`config.mk`:
```
export PLATFORM = sky130hd
export DESIGN_NAME = xpu_lite
export DESIGN_NICKNAME = d
export VERILOG_FILES = /design/src/hdl/mac_frame_pkg.sv /design/src/hdl/xpu_timing_pkg.sv /design/src/hdl/phy_rx_parse.sv /design/src/hdl/tx_on_detection.sv /design/src/hdl/channel_access.sv /design/src/hdl/xpu_lite.sv
export SDC_FILE = /design/constraint.sdc
export NUM_CORES = 1
export LEC_CHECK = 0
export BUFFER_PORTS_ARGS = -buffer_cell sky130_fd_sc_hd__buf_2
export CAP_MARGIN = 30
export CORE_ASPECT_RATIO = 1.2
export CORE_UTILIZATION = 40
export DETAILED_ROUTE_END_ITERATION = 6
export HOLD_SLACK_MARGIN = 0.03
export PLACE_DENSITY = 0.76
export SLEW_MARGIN = 20
export SYNTH_ARGS = -nofsm -noshare
export SYNTH_HDL_FRONTEND = slang
export SYNTH_SLANG_ARGS = --single-unit
```
`constraint.sdc`:
```
create_clock -name clk -period 2.35 [get_ports clk]
set_input_delay 0.47 -clock clk [delete_from_list [all_inputs] [get_ports clk]]
set_output_delay 0.47 -clock clk [all_outputs]
set_load 0.01 [all_outputs]
```
`src/hdl/mac_frame_pkg.sv`:
```
// 802.11 mac header field widths, frame types and byte positions, imported by the rx parser and channel access
package mac_frame_pkg;

  // field widths
  localparam int MAC_ADDR_W = 48;
  localparam int DURATION_W = 16;
  localparam int FC_W       = 16;
  localparam int BYTE_IDX_W = 16; // same width as the demod byte counter

  // frame control type field, bits 3:2 of the fc word
  typedef enum logic [1:0] {
    FRAME_MGMT = 2'b00,
    FRAME_CTRL = 2'b01,
    FRAME_DATA = 2'b10,
    FRAME_RSVD = 2'b11
  } frame_type_e;

  localparam int FC_TYPE_LSB = 2;

  // index of the last byte of each header field, counted from the first mac byte
  // fields arrive little-endian, lowest byte first
  localparam logic [BYTE_IDX_W-1:0] HDR_FC_LAST    = 16'd1;
  localparam logic [BYTE_IDX_W-1:0] HDR_DUR_LAST   = 16'd3;
  localparam logic [BYTE_IDX_W-1:0] HDR_ADDR1_LAST = 16'd9;

  // duration msb set means the field carries an aid, not a nav value
  localparam int DUR_AID_BIT = DURATION_W - 1;

endpackage

```
`src/hdl/xpu_timing_pkg.sv`:
```
// transmit-state encoding and timing widths shared by tx detection, channel access and the top level
package xpu_timing_pkg;

  // tx detection states
  // bb only: baseband running, rf rise still pending
  // bb rf: both busy
  // rf tail: baseband done, rf held for the analog tail
  typedef enum logic [1:0] {
    TX_IDLE    = 2'd0,
    TX_BB_ONLY = 2'd1,
    TX_BB_RF   = 2'd2,
    TX_RF_TAIL = 2'd3
  } tx_state_e;

  localparam int DELAY_W = 8; // bb to rf delay and rf tail, in clocks

  localparam int RSSI_HALF_DB_W = 11; // signed, 0.5 dB per lsb

endpackage

```
`src/hdl/phy_rx_parse.sv`:
```
// captures frame control, duration and receiver address from the demodulated byte stream of each rx frame
`timescale 1ns/10ps

module phy_rx_parse (
  input  logic                                  clk,
  input  logic                                  reset_i,
  input  logic                                  pkt_header_valid_strobe_i,
  input  logic                                  byte_in_strobe_i,
  input  logic [7:0]                            byte_in_i,
  input  logic [mac_frame_pkg::BYTE_IDX_W-1:0]  byte_count_i,
  output mac_frame_pkg::frame_type_e            fc_type_o,
  output logic                                  fc_valid_o,
  output logic [mac_frame_pkg::DURATION_W-1:0]  duration_o,
  output logic [mac_frame_pkg::MAC_ADDR_W-1:0]  addr1_o,
  output logic                                  addr1_valid_o
);

  import mac_frame_pkg::*;

  logic [FC_W-1:0]       fc_q;
  logic [DURATION_W-1:0] dur_q;
  logic [MAC_ADDR_W-1:0] addr1_q;
  logic                  fc_valid_q;
  logic                  addr1_valid_q;

  logic in_fc;
  logic in_dur;
  logic in_addr1;

  // byte lane decode, fields are contiguous from byte 0
  assign in_fc    = (byte_count_i <= HDR_FC_LAST);
  assign in_dur   = (byte_count_i > HDR_FC_LAST) && (byte_count_i <= HDR_DUR_LAST);
  assign in_addr1 = (byte_count_i > HDR_DUR_LAST) && (byte_count_i <= HDR_ADDR1_LAST);

  // header strobe starts a fresh frame
  always_ff @(posedge clk) begin
    if (reset_i || pkt_header_valid_strobe_i) begin
      fc_valid_q    <= 1'b0;
      addr1_valid_q <= 1'b0;
    end else begin
      addr1_valid_q <= 1'b0; // single cycle strobe
      if (byte_in_strobe_i && (byte_count_i == HDR_FC_LAST)) begin
        fc_valid_q <= 1'b1; // held until next header
      end
      if (byte_in_strobe_i && (byte_count_i == HDR_ADDR1_LAST)) begin
        addr1_valid_q <= 1'b1;
      end
    end
  end

  // bytes enter at the top and shift down, so the first byte ends up lowest
  always_ff @(posedge clk) begin
    if (reset_i || pkt_header_valid_strobe_i) begin
      fc_q    <= '0;
      dur_q   <= '0;
      addr1_q <= '0;
    end else if (byte_in_strobe_i) begin
      if (in_fc) begin
        fc_q <= {byte_in_i, fc_q[FC_W-1:8]};
      end
      if (in_dur) begin
        dur_q <= {byte_in_i, dur_q[DURATION_W-1:8]};
      end
      if (in_addr1) begin
        addr1_q <= {byte_in_i, addr1_q[MAC_ADDR_W-1:8]};
      end
    end
  end

  assign fc_type_o     = frame_type_e'(fc_q[FC_TYPE_LSB +: $bits(frame_type_e)]);
  assign fc_valid_o    = fc_valid_q;
  assign duration_o    = dur_q;
  assign addr1_o       = addr1_q;
  assign addr1_valid_o = addr1_valid_q;

endmodule

```
`src/hdl/tx_on_detection.sv`:
```
// derives baseband-busy and rf-busy levels from the phy tx start and done strobes, rf delayed and extended
`timescale 1ns/10ps

module tx_on_detection (
  input  logic                               clk,
  input  logic                               reset_i,
  input  logic                               phy_tx_start_i,
  input  logic                               phy_tx_done_i,
  input  logic [xpu_timing_pkg::DELAY_W-1:0] bb_rf_delay_i,
  input  logic [xpu_timing_pkg::DELAY_W-1:0] rf_end_ext_i,
  output logic                               tx_bb_is_ongoing_o,
  output logic                               tx_rf_is_ongoing_o
);

  import xpu_timing_pkg::*;

  tx_state_e          state_q;
  tx_state_e          state_d;
  logic [DELAY_W-1:0] cnt_q; // shared by rf rise delay and rf tail
  logic [DELAY_W-1:0] cnt_d;
  logic               cnt_last;

  assign cnt_last = (cnt_q <= DELAY_W'(1));

  always_ff @(posedge clk) begin
    if (reset_i) begin
      state_q <= TX_IDLE;
      cnt_q   <= '0;
    end else begin
      state_q <= state_d;
      cnt_q   <= cnt_d;
    end
  end

  always_comb begin
    state_d = state_q;
    cnt_d   = cnt_q;
    unique case (state_q)
      TX_IDLE: begin
        if (phy_tx_start_i) begin
          if (bb_rf_delay_i == '0) begin
            state_d = TX_BB_RF; // rf together with bb
          end else begin
            state_d = TX_BB_ONLY;
            cnt_d   = bb_rf_delay_i;
          end
        end
      end
      TX_BB_ONLY: begin
        if (phy_tx_done_i) begin
          state_d = TX_IDLE; // rf never came up
        end else if (cnt_last) begin
          state_d = TX_BB_RF;
        end else begin
          cnt_d = cnt_q - DELAY_W'(1);
        end
      end
      TX_BB_RF: begin
        if (phy_tx_done_i) begin
          if (rf_end_ext_i == '0) begin
            state_d = TX_IDLE;
          end else begin
            state_d = TX_RF_TAIL;
            cnt_d   = rf_end_ext_i;
          end
        end
      end
      TX_RF_TAIL: begin
        // back-to-back tx, analog path is still up so rf stays on
        if (phy_tx_start_i) begin
          state_d = TX_BB_RF;
        end else if (cnt_last) begin
          state_d = TX_IDLE;
        end else begin
          cnt_d = cnt_q - DELAY_W'(1);
        end
      end
    endcase
  end

  assign tx_bb_is_ongoing_o = (state_q == TX_BB_ONLY) || (state_q == TX_BB_RF);
  assign tx_rf_is_ongoing_o = (state_q == TX_BB_RF) || (state_q == TX_RF_TAIL);

endmodule

```
`src/hdl/channel_access.sv`:
```
// nav timer, microsecond tick, own-address match and the registered channel idle decision
`timescale 1ns/10ps

module channel_access #(
  parameter int CLK_PER_US = 100
) (
  input  logic                                             clk,
  input  logic                                             reset_i,
  input  logic [mac_frame_pkg::MAC_ADDR_W-1:0]             addr1_i,
  input  logic                                             addr1_valid_i,
  input  logic [mac_frame_pkg::DURATION_W-1:0]             duration_i,
  input  logic [mac_frame_pkg::MAC_ADDR_W-1:0]             self_mac_addr_i,
  input  logic                                             fcs_in_strobe_i,
  input  logic                                             fcs_ok_i,
  input  logic                                             tx_rf_is_ongoing_i,
  input  logic                                             demod_is_ongoing_i,
  input  logic signed [xpu_timing_pkg::RSSI_HALF_DB_W-1:0] rssi_half_db_i,
  input  logic signed [xpu_timing_pkg::RSSI_HALF_DB_W-1:0] rssi_half_db_th_i,
  output logic                                             pkt_for_me_o,
  output logic                                             nav_busy_o,
  output logic                                             ch_idle_o
);

  import mac_frame_pkg::*;
  import xpu_timing_pkg::*;

  localparam int US_CNT_W = (CLK_PER_US > 1) ? $clog2(CLK_PER_US) : 1;

  logic [US_CNT_W-1:0]   us_cnt_q;
  logic                  us_tick;
  logic                  pkt_for_me_q;
  logic                  other_pending_q; // addr1 seen for another station, fcs not yet
  logic [DURATION_W-1:0] nav_dur_q;
  logic [DURATION_W-1:0] nav_q;
  logic                  nav_load;
  logic                  rssi_low;
  logic                  ch_idle_q;

  assign us_tick = (us_cnt_q == US_CNT_W'(CLK_PER_US - 1));

  // only a good frame for someone else with a real duration value sets the nav,
  // and it never shortens a running nav
  assign nav_load = fcs_in_strobe_i && fcs_ok_i && other_pending_q &&
                    !nav_dur_q[DUR_AID_BIT] && (nav_dur_q > nav_q);

  // tick phase restarts on load so a nav of n lasts exactly n us
  always_ff @(posedge clk) begin
    if (reset_i || nav_load || us_tick) begin
      us_cnt_q <= '0;
    end else begin
      us_cnt_q <= us_cnt_q + US_CNT_W'(1);
    end
  end

  always_ff @(posedge clk) begin
    if (reset_i) begin
      pkt_for_me_q    <= 1'b0;
      other_pending_q <= 1'b0;
    end else if (addr1_valid_i) begin
      pkt_for_me_q    <= (addr1_i == self_mac_addr_i);
      other_pending_q <= (addr1_i != self_mac_addr_i);
    end else if (fcs_in_strobe_i) begin
      other_pending_q <= 1'b0; // frame over, good or bad
    end
  end

  always_ff @(posedge clk) begin
    if (addr1_valid_i) begin
      nav_dur_q <= duration_i;
    end
  end

  always_ff @(posedge clk) begin
    if (reset_i) begin
      nav_q <= '0;
    end else if (nav_load) begin
      nav_q <= nav_dur_q;
    end else if (us_tick && (nav_q != '0)) begin
      nav_q <= nav_q - DURATION_W'(1);
    end
  end

  assign rssi_low = (rssi_half_db_i < rssi_half_db_th_i); // signed compare

  always_ff @(posedge clk) begin
    if (reset_i) begin
      ch_idle_q <= 1'b0;
    end else begin
      ch_idle_q <= !tx_rf_is_ongoing_i && !demod_is_ongoing_i && rssi_low && (nav_q == '0);
    end
  end

  assign pkt_for_me_o = pkt_for_me_q;
  assign nav_busy_o   = (nav_q != '0);
  assign ch_idle_o    = ch_idle_q;

endmodule

```
`src/hdl/xpu_lite.sv`:
```
// top level of the reduced lower mac, connects rx header parsing, tx state detection and channel access
`timescale 1ns/10ps

module xpu_lite #(
  parameter int CLK_PER_US = 100
) (
  input  logic                                             clk,
  input  logic                                             reset_i,
  // rx byte stream from the demodulator
  input  logic                                             pkt_header_valid_strobe_i,
  input  logic                                             byte_in_strobe_i,
  input  logic [7:0]                                       byte_in_i,
  input  logic [mac_frame_pkg::BYTE_IDX_W-1:0]             byte_count_i,
  input  logic                                             fcs_in_strobe_i,
  input  logic                                             fcs_ok_i,
  input  logic                                             demod_is_ongoing_i,
  input  logic signed [xpu_timing_pkg::RSSI_HALF_DB_W-1:0] rssi_half_db_i,
  // phy tx strobes
  input  logic                                             phy_tx_start_i,
  input  logic                                             phy_tx_done_i,
  // configuration
  input  logic [xpu_timing_pkg::DELAY_W-1:0]               bb_rf_delay_i,
  input  logic [xpu_timing_pkg::DELAY_W-1:0]               rf_end_ext_i,
  input  logic [mac_frame_pkg::MAC_ADDR_W-1:0]             self_mac_addr_i,
  input  logic signed [xpu_timing_pkg::RSSI_HALF_DB_W-1:0] rssi_half_db_th_i,
  // status
  output logic                                             tx_bb_is_ongoing_o,
  output logic                                             tx_rf_is_ongoing_o,
  output logic                                             mute_adc_o,
  output mac_frame_pkg::frame_type_e                       fc_type_o,
  output logic                                             fc_valid_o,
  output logic [mac_frame_pkg::MAC_ADDR_W-1:0]             addr1_o,
  output logic                                             pkt_for_me_o,
  output logic                                             nav_busy_o,
  output logic                                             ch_idle_o
);

  import mac_frame_pkg::*;

  logic [DURATION_W-1:0] duration;
  logic                  addr1_valid;

  phy_rx_parse phy_rx_parse_i (
    .clk                       (clk),
    .reset_i                   (reset_i),
    .pkt_header_valid_strobe_i (pkt_header_valid_strobe_i),
    .byte_in_strobe_i          (byte_in_strobe_i),
    .byte_in_i                 (byte_in_i),
    .byte_count_i              (byte_count_i),
    .fc_type_o                 (fc_type_o),
    .fc_valid_o                (fc_valid_o),
    .duration_o                (duration),
    .addr1_o                   (addr1_o),
    .addr1_valid_o             (addr1_valid)
  );

  tx_on_detection tx_on_detection_i (
    .clk                (clk),
    .reset_i            (reset_i),
    .phy_tx_start_i     (phy_tx_start_i),
    .phy_tx_done_i      (phy_tx_done_i),
    .bb_rf_delay_i      (bb_rf_delay_i),
    .rf_end_ext_i       (rf_end_ext_i),
    .tx_bb_is_ongoing_o (tx_bb_is_ongoing_o),
    .tx_rf_is_ongoing_o (tx_rf_is_ongoing_o)
  );

  channel_access #(
    .CLK_PER_US (CLK_PER_US)
  ) channel_access_i (
    .clk                (clk),
    .reset_i            (reset_i),
    .addr1_i            (addr1_o),
    .addr1_valid_i      (addr1_valid),
    .duration_i         (duration),
    .self_mac_addr_i    (self_mac_addr_i),
    .fcs_in_strobe_i    (fcs_in_strobe_i),
    .fcs_ok_i           (fcs_ok_i),
    .tx_rf_is_ongoing_i (tx_rf_is_ongoing_o),
    .demod_is_ongoing_i (demod_is_ongoing_i),
    .rssi_half_db_i     (rssi_half_db_i),
    .rssi_half_db_th_i  (rssi_half_db_th_i),
    .pkt_for_me_o       (pkt_for_me_o),
    .nav_busy_o         (nav_busy_o),
    .ch_idle_o          (ch_idle_o)
  );

  assign mute_adc_o = tx_rf_is_ongoing_o; // own tx leaks into the rx adc

endmodule

```
==> After elaboration in Yosys (flattened, before gate mapping) <==
Cells that the tools add are included.
{ "totals": {"regBits": 134, "rom_bits": 0, "memories": 0, "ram_bits": 0, "wordCells": 94, "latch_bits": 0} }
{ "classes": {"div_mod_pow": 0, "n_mul": 0, "mux": 22, "shift": 0, "n_lt_le_gt_ge": 8, "reduce_logical": 32, "eq_ne": 16, "addsub": 3, "bitwise_logic": 0} }
{ "ops": {"columns": ["operator", "count"], "rows": [
  ["2-to-1 mux 8 bit", 7],
  ["equality test 48 bit", 1],
  ["inequality test 48 bit", 1],
  ["2-to-1 mux 16 bit", 2],
  ["one-hot mux 8 bit (4 select lines)", 1],
  ["equality test 16 x 1 -> 1 bit, second input constant", 1],
  ["equality test 16 x 4 -> 1 bit, second input constant", 1],
  ["greater-than comparator 16 x 1 -> 1 bit, second input constant", 1],
  ["greater-than comparator 16 bit", 1],
  ["greater-than comparator 16 x 2 -> 1 bit, second input constant", 1],
  ["less-or-equal comparator 16 x 1 -> 1 bit, second input constant", 1],
  ["less-or-equal comparator 16 x 2 -> 1 bit, second input constant", 1],
  ["less-or-equal comparator 16 x 4 -> 1 bit, second input constant", 1],
  ["logical NOT 16 bit", 1],
  ["logical NOT 8 bit", 2],
  ["2-to-1 mux 2 bit", 8],
  ["nonzero test 16 bit", 1],
  ["subtractor 16 x 1 -> 16 bit, second input constant", 1],
  ["logical AND 1 bit", 12],
  ["inequality test 2 bit, second input constant", 6],
  ["less-than comparator 11 bit", 1],
  ["less-or-equal comparator 8 x 1 -> 1 bit, second input constant", 1],
  ["one-hot mux 2 bit (4 select lines)", 1],
  ["subtractor 8 x 1 -> 8 bit, second input constant", 1],
  ["13 further kinds", 26]
]} }

==> Longest topological paths before layout <==
Gate-level depths: netlist (run 1).
{ "logic_depth": {"word_depth": 6, "mapped_depth": 9} }

==> By module <==
Synthesis (run 1) repeated with hierarchy kept, for this count alone.
{ "hier_totals": {"cells_unflattened": 669, "area_unflattened_um2": 6471.2} }
{ "by_module_without_submodules": {"columns": ["module", "n_inst", "area_per_inst_um2", "cells_each"], "rows": [
  ["channel_access", 1, 2962.8, 311],
  ["phy_rx_parse", 1, 2611.3, 249],
  ["tx_on_detection", 1, 889.6, 108],
  ["xpu_lite", 1, 7.5, 1]
]} }

==> Worst setup path after synthesis (run 1) <==
OpenSTA, ideal clock, no wires.
{ "synth_path": {"path_type": "register to register", "start": "register channel_access_i.nav_q[13]", "end": "register channel_access_i.us_cnt_q[2]", "period_less_slack_ns": 2.230, "n_path_buf": 1, "arrival_time_ns": 2.107, "stages_incl_launch_ff": 10, "path_slack_ns": 0.120, "required_ns": 2.228, "path_cell_list": "dfxtp_1 inv_1 ha_1 nand4_1 nor4_1 a21bo_2 a21oi_2 or3_1 clkbuf_1 nor2_1"} }
{ "synth_via": {"elab_chain_cells": 4} }
{ "synth_rtl": {"columns": ["element", "line", "source"], "rows": [
  ["from (decl)", "channel_access.sv:34", "logic [DURATION_W-1:0] nav_q;"],
  ["from (signal assigned)", "channel_access.sv:77", "nav_q <= nav_dur_q;"],
  ["from (signal assigned)", "channel_access.sv:79", "nav_q <= nav_q - DURATION_W'(1);"],
  ["greater-than comparator 16 bit", "channel_access.sv:44", "!nav_dur_q[DUR_AID_BIT] && (nav_dur_q > nav_q);"],
  ["logical AND 1 bit", "channel_access.sv:44", null],
  ["logical OR 1 bit (2 in a row)", "channel_access.sv:48", "if (reset_i || nav_load || us_tick) begin"],
  ["to (signal assigned)", "channel_access.sv:51", "us_cnt_q <= us_cnt_q + US_CNT_W'(1);"],
  ["to (decl)", "channel_access.sv:29", "logic [US_CNT_W-1:0] us_cnt_q;"]
]} }
Every way passes these cells.
A chain may end at the register's enable or synchronous reset.

==> Final worst setup path (run 1) <==
{ "layout_path": {"start": "register channel_access_i.nav_q[10]", "end": "output nav_busy_o"} }
{ "layout_via": {"elab_chain_cells": 1} }
{ "layout_rtl": {"columns": ["element", "line", "source"], "rows": [
  ["nonzero test 16 bit", "channel_access.sv:94", "assign nav_busy_o = (nav_q != '0);"],
  ["to (decl)", "xpu_lite.sv:34", "output logic nav_busy_o,"]
]} }
Every way passes these cells.

==> results.ini, run 1 <==
[logic_synthesis]
ys_types = 66
async_flop_share = 0
synth_seq_area_share = 0.4103
synthesis.instances = 729
synth_area_per_cell_um2 = 8.702
synth_edf_count = 16
syn-num-nets = 883
yosys_warnings = 0
synth_area_um2 = 6344
synthFlopType = dfxtp_1
yosys_register_bits = 122

[clocking]
hold_buffers = 0
cts_buffer_depth = 2
clkSinkCount = 122
clk_pin_slew_ns = 0.06
clock_latency_ns = 0.40
cts_tree = built
htree_levels = 4
cts-root-buf = clkbuf_16
cts_buffers = 17

[critical_path]
worstPathRequired_ns = 1.88
crit_type = flop to primary output
crit_path_end_kind = primary output
cp_max_fo = 3
r2r_slack_ns = 0.04
worstPathArrival_ns = 1.85
start_kind = flop

[power]
swShare = 0.2866
peakVddDrop_mv = 0.3529
total_power_uw = 6017
p_leak_uw = 0.003494
seq_power_share = 0.375
pwr-share-clk = 0.404
p_sw_uw = 1724
internal_power_uw = 4292
powerDensity_nw_per_um2 = 727.8
power.share.combinational = 0.220

[route]
highest_layer = met4
totalWireLength_um = 16580
met2WireLength_um = 8509
drt_pre_antenna_iters = 5
avgViaCountPerCell = 5.102
vias = 5847
met1_length_um = 6553
dr_wl_met3_um = 1113
drt_iter0_markers = 268
ant_nets = 0
drc = 0
drt-wirelength-per-cell_um = 14.47

[run]
drv_cap = 0

[sta]
grt_setup_unrepaired = yes
finalHoldViolCount = 0
finalCritPeriodShare = 0.9856
slew_viol_final = 0
max_freq_ghz = 0.4318
clock-skew-final_ns = 0.01212
relSlewSlack = 0.6008
setup_viol = 0
worst_pin_slew_ns = 0.5988
min_period_ns = 2.316
fin_tns_setup_ns = 0

[placement]
post-dp-hpwl_um = 12400
dpl.cell_count = 1107
place_congestion = 0.9183
port_buffers = 175

[floorplanning]
fp.dieW_um = 117.0
core_um2 = 15580
die-area_um2 = 16370
rows = 50
ioPinCount = 176
die_h_um = 140.0
start_util = 0.4072

[layout]
fin_nets = 1079
layout-drive-gt1-share = 0.2921
syn_to_final_growth_pct = 30.32
instances_no_fill = 1146
fin_util = 0.5307
diodes = 0

[global_route]
grt_pass1_vias = 5491
antenna_found_initial = 0
grt_use_total = 0.2045
grt_max_degree = 49
gr-total-overflow = 0
grt_pass1_wl_um = 25760

[run_status]
outcome = complete, no violations

[min_path]
hold_path.class = input pin to flop

registers in the layout (all words and copies together), names as in the netlist, 2 cells and up:
register and count:
tx_on_detection_i.cnt_q 8, phy_rx_parse_i.addr1_o 48, channel_access_i.nav_q 16, tx_on_detection_i.state_q 2, channel_access_i.us_cnt_q 7, channel_access_i.nav_dur_q 16, phy_rx_parse_i.duration_o 16, phy_rx_parse_i.fc_q 4
cells in the mapped netlist (2+ instances only):
cell type,instances,area share
mux2i_1,24,0.038
nor3b_1,2,0.0024
a2111oi_0,2,0.0028
nor2_1,54,0.032
nand3_1,10,0.0079
nor3_1,14,0.011
buf_2,2,0.0016
buf_4,6,0.0071
or2_2,4,0.0039
inv_1,49,0.029
and3_1,4,0.0039
buf_1,2,0.0012
xor2_1,29,0.040
o211a_1,2,0.0032
nand4_1,12,0.012
clkbuf_1,26,0.015
nor2b_1,5,0.0049
a21oi_1,71,0.056
ha_1,35,0.069
dfxtp_1,106,0.33
o21ai_0,10,0.0079
nor4_1,17,0.017
a221oi_1,9,0.012
a211o_1,6,0.0083
a211oi_1,11,0.013
xnor2_1,35,0.048
nand3b_1,3,0.0036
o2111ai_1,2,0.0028
nand2_1,115,0.068
nor4b_1,4,0.0055
edfxtp_1,16,0.076
a221o_1,2,0.0032
o211ai_1,2,0.0024
or3_1,4,0.0039
nor4_2,3,0.0059
area by class of cell:
cell class	instances	area, um2
repair buffers	214	1225
multi-input cells	521	3427
well taps	208	260.3
inverters	49	183.9
clock inverters	11	82.58
flip-flops and latches	122	2608
fillers	1411	7311
clock buffers	21	480.5
cell usage in the layout (no fill, tap or decap), drive strengths merged, types with 4 or more instances in the layout:
master / instances
xnor2: 35
nor2b: 5
o21ai: 11
nand3: 11
and3: 5
nor2: 54
ha: 35
nand4: 13
inv: 55
or2: 5
clkinv: 4
nor3: 15
edfxtp: 16
nor4: 20
a21oi: 72
nand2: 115
xor2: 29
a211o: 6
nor4b: 5
a211oi: 12
mux2i: 24
clkbuf: 21
dfxtp: 106
or3: 5
buf: 214
a221oi: 9
worst max-delay path: stages, from the launching register on:
cell	delay [ns]
dfxtp_2	0.33
or4_4	0.54
nand4b_4	0.18
or2_4	0.27
buf_6	0.12
layer usage:
layer	vias up	global-route usage
li1	2922	-
met1	2652	0.2303
met2	248	0.3631
met5	-	0
met4	0	0.09127
met3	25	0.04457
path summary, 6_finish.rpt:
path	from	endpoint	cells after the start
hold / removal	byte_in_i[4]	phy_rx_parse_i.addr1_o[44]$_SDFFE_PP0P_	3
hold reg to reg	phy_rx_parse_i.duration_o[2]$_SDFFE_PP0P_	channel_access_i.nav_dur_q[2]$_DFFE_PP_	0
setup reg to reg	channel_access_i.nav_q[14]$_SDFFE_PP0P_	channel_access_i.nav_q[14]$_SDFFE_PP0P_	9
setup / recovery	channel_access_i.nav_q[10]$_SDFFE_PP0P_	nav_busy_o	4
power groups by stage:
stage	sequential [uW]	combinational [uW]	clock [uW]
CTS	2260	1280	2470
global route	2270	1480	2580
global placement	2300	1260	0
detailed placement	2300	1270	0
floorplan	2290	912	0
finish	2260	1330	2430
metrics by stage:
step	worst slack [ns]	hold WS [ns]	instance area [um2]
final	0.03395	0.3155	8267
after global routing	-0.06072	0.3043	8267
after CTS	-0.1134	0.2995	8229
after detailed placement	0.08320	0.4157	7612
after global placement	0.1600	0.4108	7612
after floorplan	0.1201	0.4076	6344
cells by family (layout without fill, tap and decap cells):
group | Yosys count | after routing | share of synthesized area
AOI/OAI and AO/OA | 131 | 131 | 0.1306
xor gates and xnor gates | 64 | 64 | 0.08836
adders and majority gates | 35 | 35 | 0.06903
buffers and inverters | 86 | 295 | 0.05602
DFF | 122 | 122 | 0.4103
muxes | 25 | 25 | 0.03964
and+or+nand+nor | 266 | 266 | 0.2061
what timing repair did:
| action | CTS | global route |
|---|---|---|
| resized for setup | 6 | 5 |
| pin swaps | 2 | 3 |
| buffers inserted | 5 | 3 |
| setup endpoints to repair | 1 | 30 |
Power figures use the tool's default switching activity.
==> inputs of run 2 (changes only) <==
--- a/config.mk
+++ b/config.mk
@@ -8,5 +8,4 @@
 export BUFFER_PORTS_ARGS = -buffer_cell sky130_fd_sc_hd__buf_2
 export CAP_MARGIN = 30
-export CORE_ASPECT_RATIO = 1.2
 export CORE_UTILIZATION = 40
 export DETAILED_ROUTE_END_ITERATION = 6
==> constraint.sdc (replaced) <==
create_clock -name clk -period 2.35 [get_ports clk]
set_input_delay 0.1175 -clock clk [delete_from_list [all_inputs] [get_ports clk]]
set_output_delay 0.1175 -clock clk [all_outputs]
set_load 0.01 [all_outputs]
==> results.ini, run 2 (synthesis results as in run 1) <==
[run_status]
outcome = complete, no violations

[sta]
setup_ws_ns = 0.1039
slew_viol_final = 0
finalCritPeriodShare = 0.9558
max_freq_ghz = 0.4452
setup_viol = 0
relSlewSlack = 0.4280
whs_ns = 0.05552
worst_pin_slew_ns = 0.8579
min_period_ns = 2.246
clock-skew-final_ns = 0.009613
finalHoldViolCount = 0

[power]
peakVddDrop_mv = 0.5320
powerDensity_nw_per_um2 = 746.3
p_leak_uw = 0.003490

[floorplanning]
core_um2 = 15310
start_util = 0.4142
die_h_um = 127.9
rows = 45
die-area_um2 = 16370
ioPinCount = 176
fp.dieW_um = 127.9

[route]
met2WireLength_um = 7712
avgViaCountPerCell = 5.111
drt_iter0_markers = 331
dr_wl_met3_um = 1253
totalWireLength_um = 16330
drc = 0
drt-wirelength-per-cell_um = 14.21
highest_layer = met4
ant_nets = 0
vias = 5873
drt_pre_antenna_iters = 5
met1_length_um = 6963

[clocking]
cts_buffers = 17
htree_levels = 4
clk_pin_slew_ns = 0.06
clock_latency_ns = 0.43
cts_tree = built
cts_buffer_depth = 2
postCtsSetupBuffers = 0
clkSinkCount = 122
cts-root-buf = clkbuf_16

[critical_path]
crit_type = flop to primary output
crit_path_end_kind = primary output
worstPathArrival_ns = 2.13
cp_max_fo = 7
start_kind = flop
worstPathRequired_ns = 2.23

[placement]
post-dp-hpwl_um = 12100
port_buffers = 175
dp_slack_ns = 0.1138
place_congestion = 0.8831

[layout]
layout_common_cells = buf_2, nand2_1, dfxtp_1, a21oi_1, nor2_1
diodes = 0
fillers = 1374
largest_reg_flops = 48
multi_input_area_um2 = 3425
register_area_um2 = 2604
layout-drive-gt1-share = 0.2793
syn_to_final_growth_pct = 31.01
final_common_cell = buf_2
fin_nets = 1079

[min_path]
hold_path.class = input pin to flop

[global_route]
grt_pass1_vias = 5412
grt_use_total = 0.2031
grt_pass1_wl_um = 26130
antenna_found_initial = 0
gr-total-overflow = 0
grt_max_degree = 49

[run]
drv_cap = 0

run 2: cell types whose count changed in the layout (fill, tap and decap cells not counted), moves of 2 or more:
cell           previous run  this run
buf_4                    35        24
bufinv_16                 0         2
clkbuf_8                  4         1
clkinv_2                  2         0
dlygate4sd3_1             0        12
run 2: worst paths after layout:
path / start / endpoint / slack (ns) / depth (start not counted)
setup / recovery: channel_access_i.nav_q[7]$_SDFFE_PP0P_ / nav_busy_o / 0.10 / 5
hold / removal: fcs_in_strobe_i / channel_access_i.other_pending_q$_SDFFE_PP0P_ / 0.06 / 4
setup reg to reg: channel_access_i.nav_q[11]$_SDFFE_PP0P_ / channel_access_i.nav_q[12]$_SDFFE_PP0P_ / 0.14 / 9
hold reg to reg: phy_rx_parse_i.duration_o[6]$_SDFFE_PP0P_ / channel_access_i.nav_dur_q[6]$_DFFE_PP_ / 0.43 / 0
run 2: worst max-delay path: stages (launching register included):
cell	delay (ns)
dfxtp_1	0.33
or4_4	0.56
nand4b_4	0.23
or2_4	0.31
buf_4	0.14
buf_2	0.13
run 2: final cells by class:
type                            instances  area share
Clock inverter                         14     0.01912
Multi-Input combinational cell        521      0.4121
Clock buffer                           18     0.05285
Timing Repair Buffer                  214      0.1488
Inverter                               49     0.02213
Sequential cell                       122      0.3133
Tap cell                              211     0.03177
run 2: per-stage QoR:
step / instances / total power [uW] / TNS [ns] / instance area (um2) / utilization
after detailed placement: 1105 / 3574 / 0 / 7566 / 0.4940
after global placement: 1105 / 3561 / 0 / 7566 / 0.4940
after floorplan: 729 / 3204 / 0 / 6344 / -
after global routing: 1149 / 6500 / -0.009524 / 8310 / 0.5426
after CTS: 1149 / 6231 / 0 / 8284 / 0.5409
final: 1149 / 6202 / 0 / 8310 / 0.5426
run 2: per-layer routing:
| layer | GRT usage | vias up |
|---|---|---|
| met1 | 0.2450 | 2668 |
| met5 | 0 | - |
| met3 | 0.05760 | 42 |
| met2 | 0.3421 | 239 |
| li1 | - | 2924 |
| met4 | 0.07820 | 0 |
run 2: repair_timing:
action	CTS	global route
resized for setup	1	6
endpoints found under the hold margin	20	0
setup endpoints to repair	1	22
gates cloned	0	0
hold buffers	12	0
pin swaps	0	1
run 2: report_power, final:
part	internal, uW	switching, uW	leakage [uW]	total (uW)
sequential	2180	82.5	0.00100	2270
combinational	616	684	0.00219	1300
clock	1610	1020	0.000295	2640
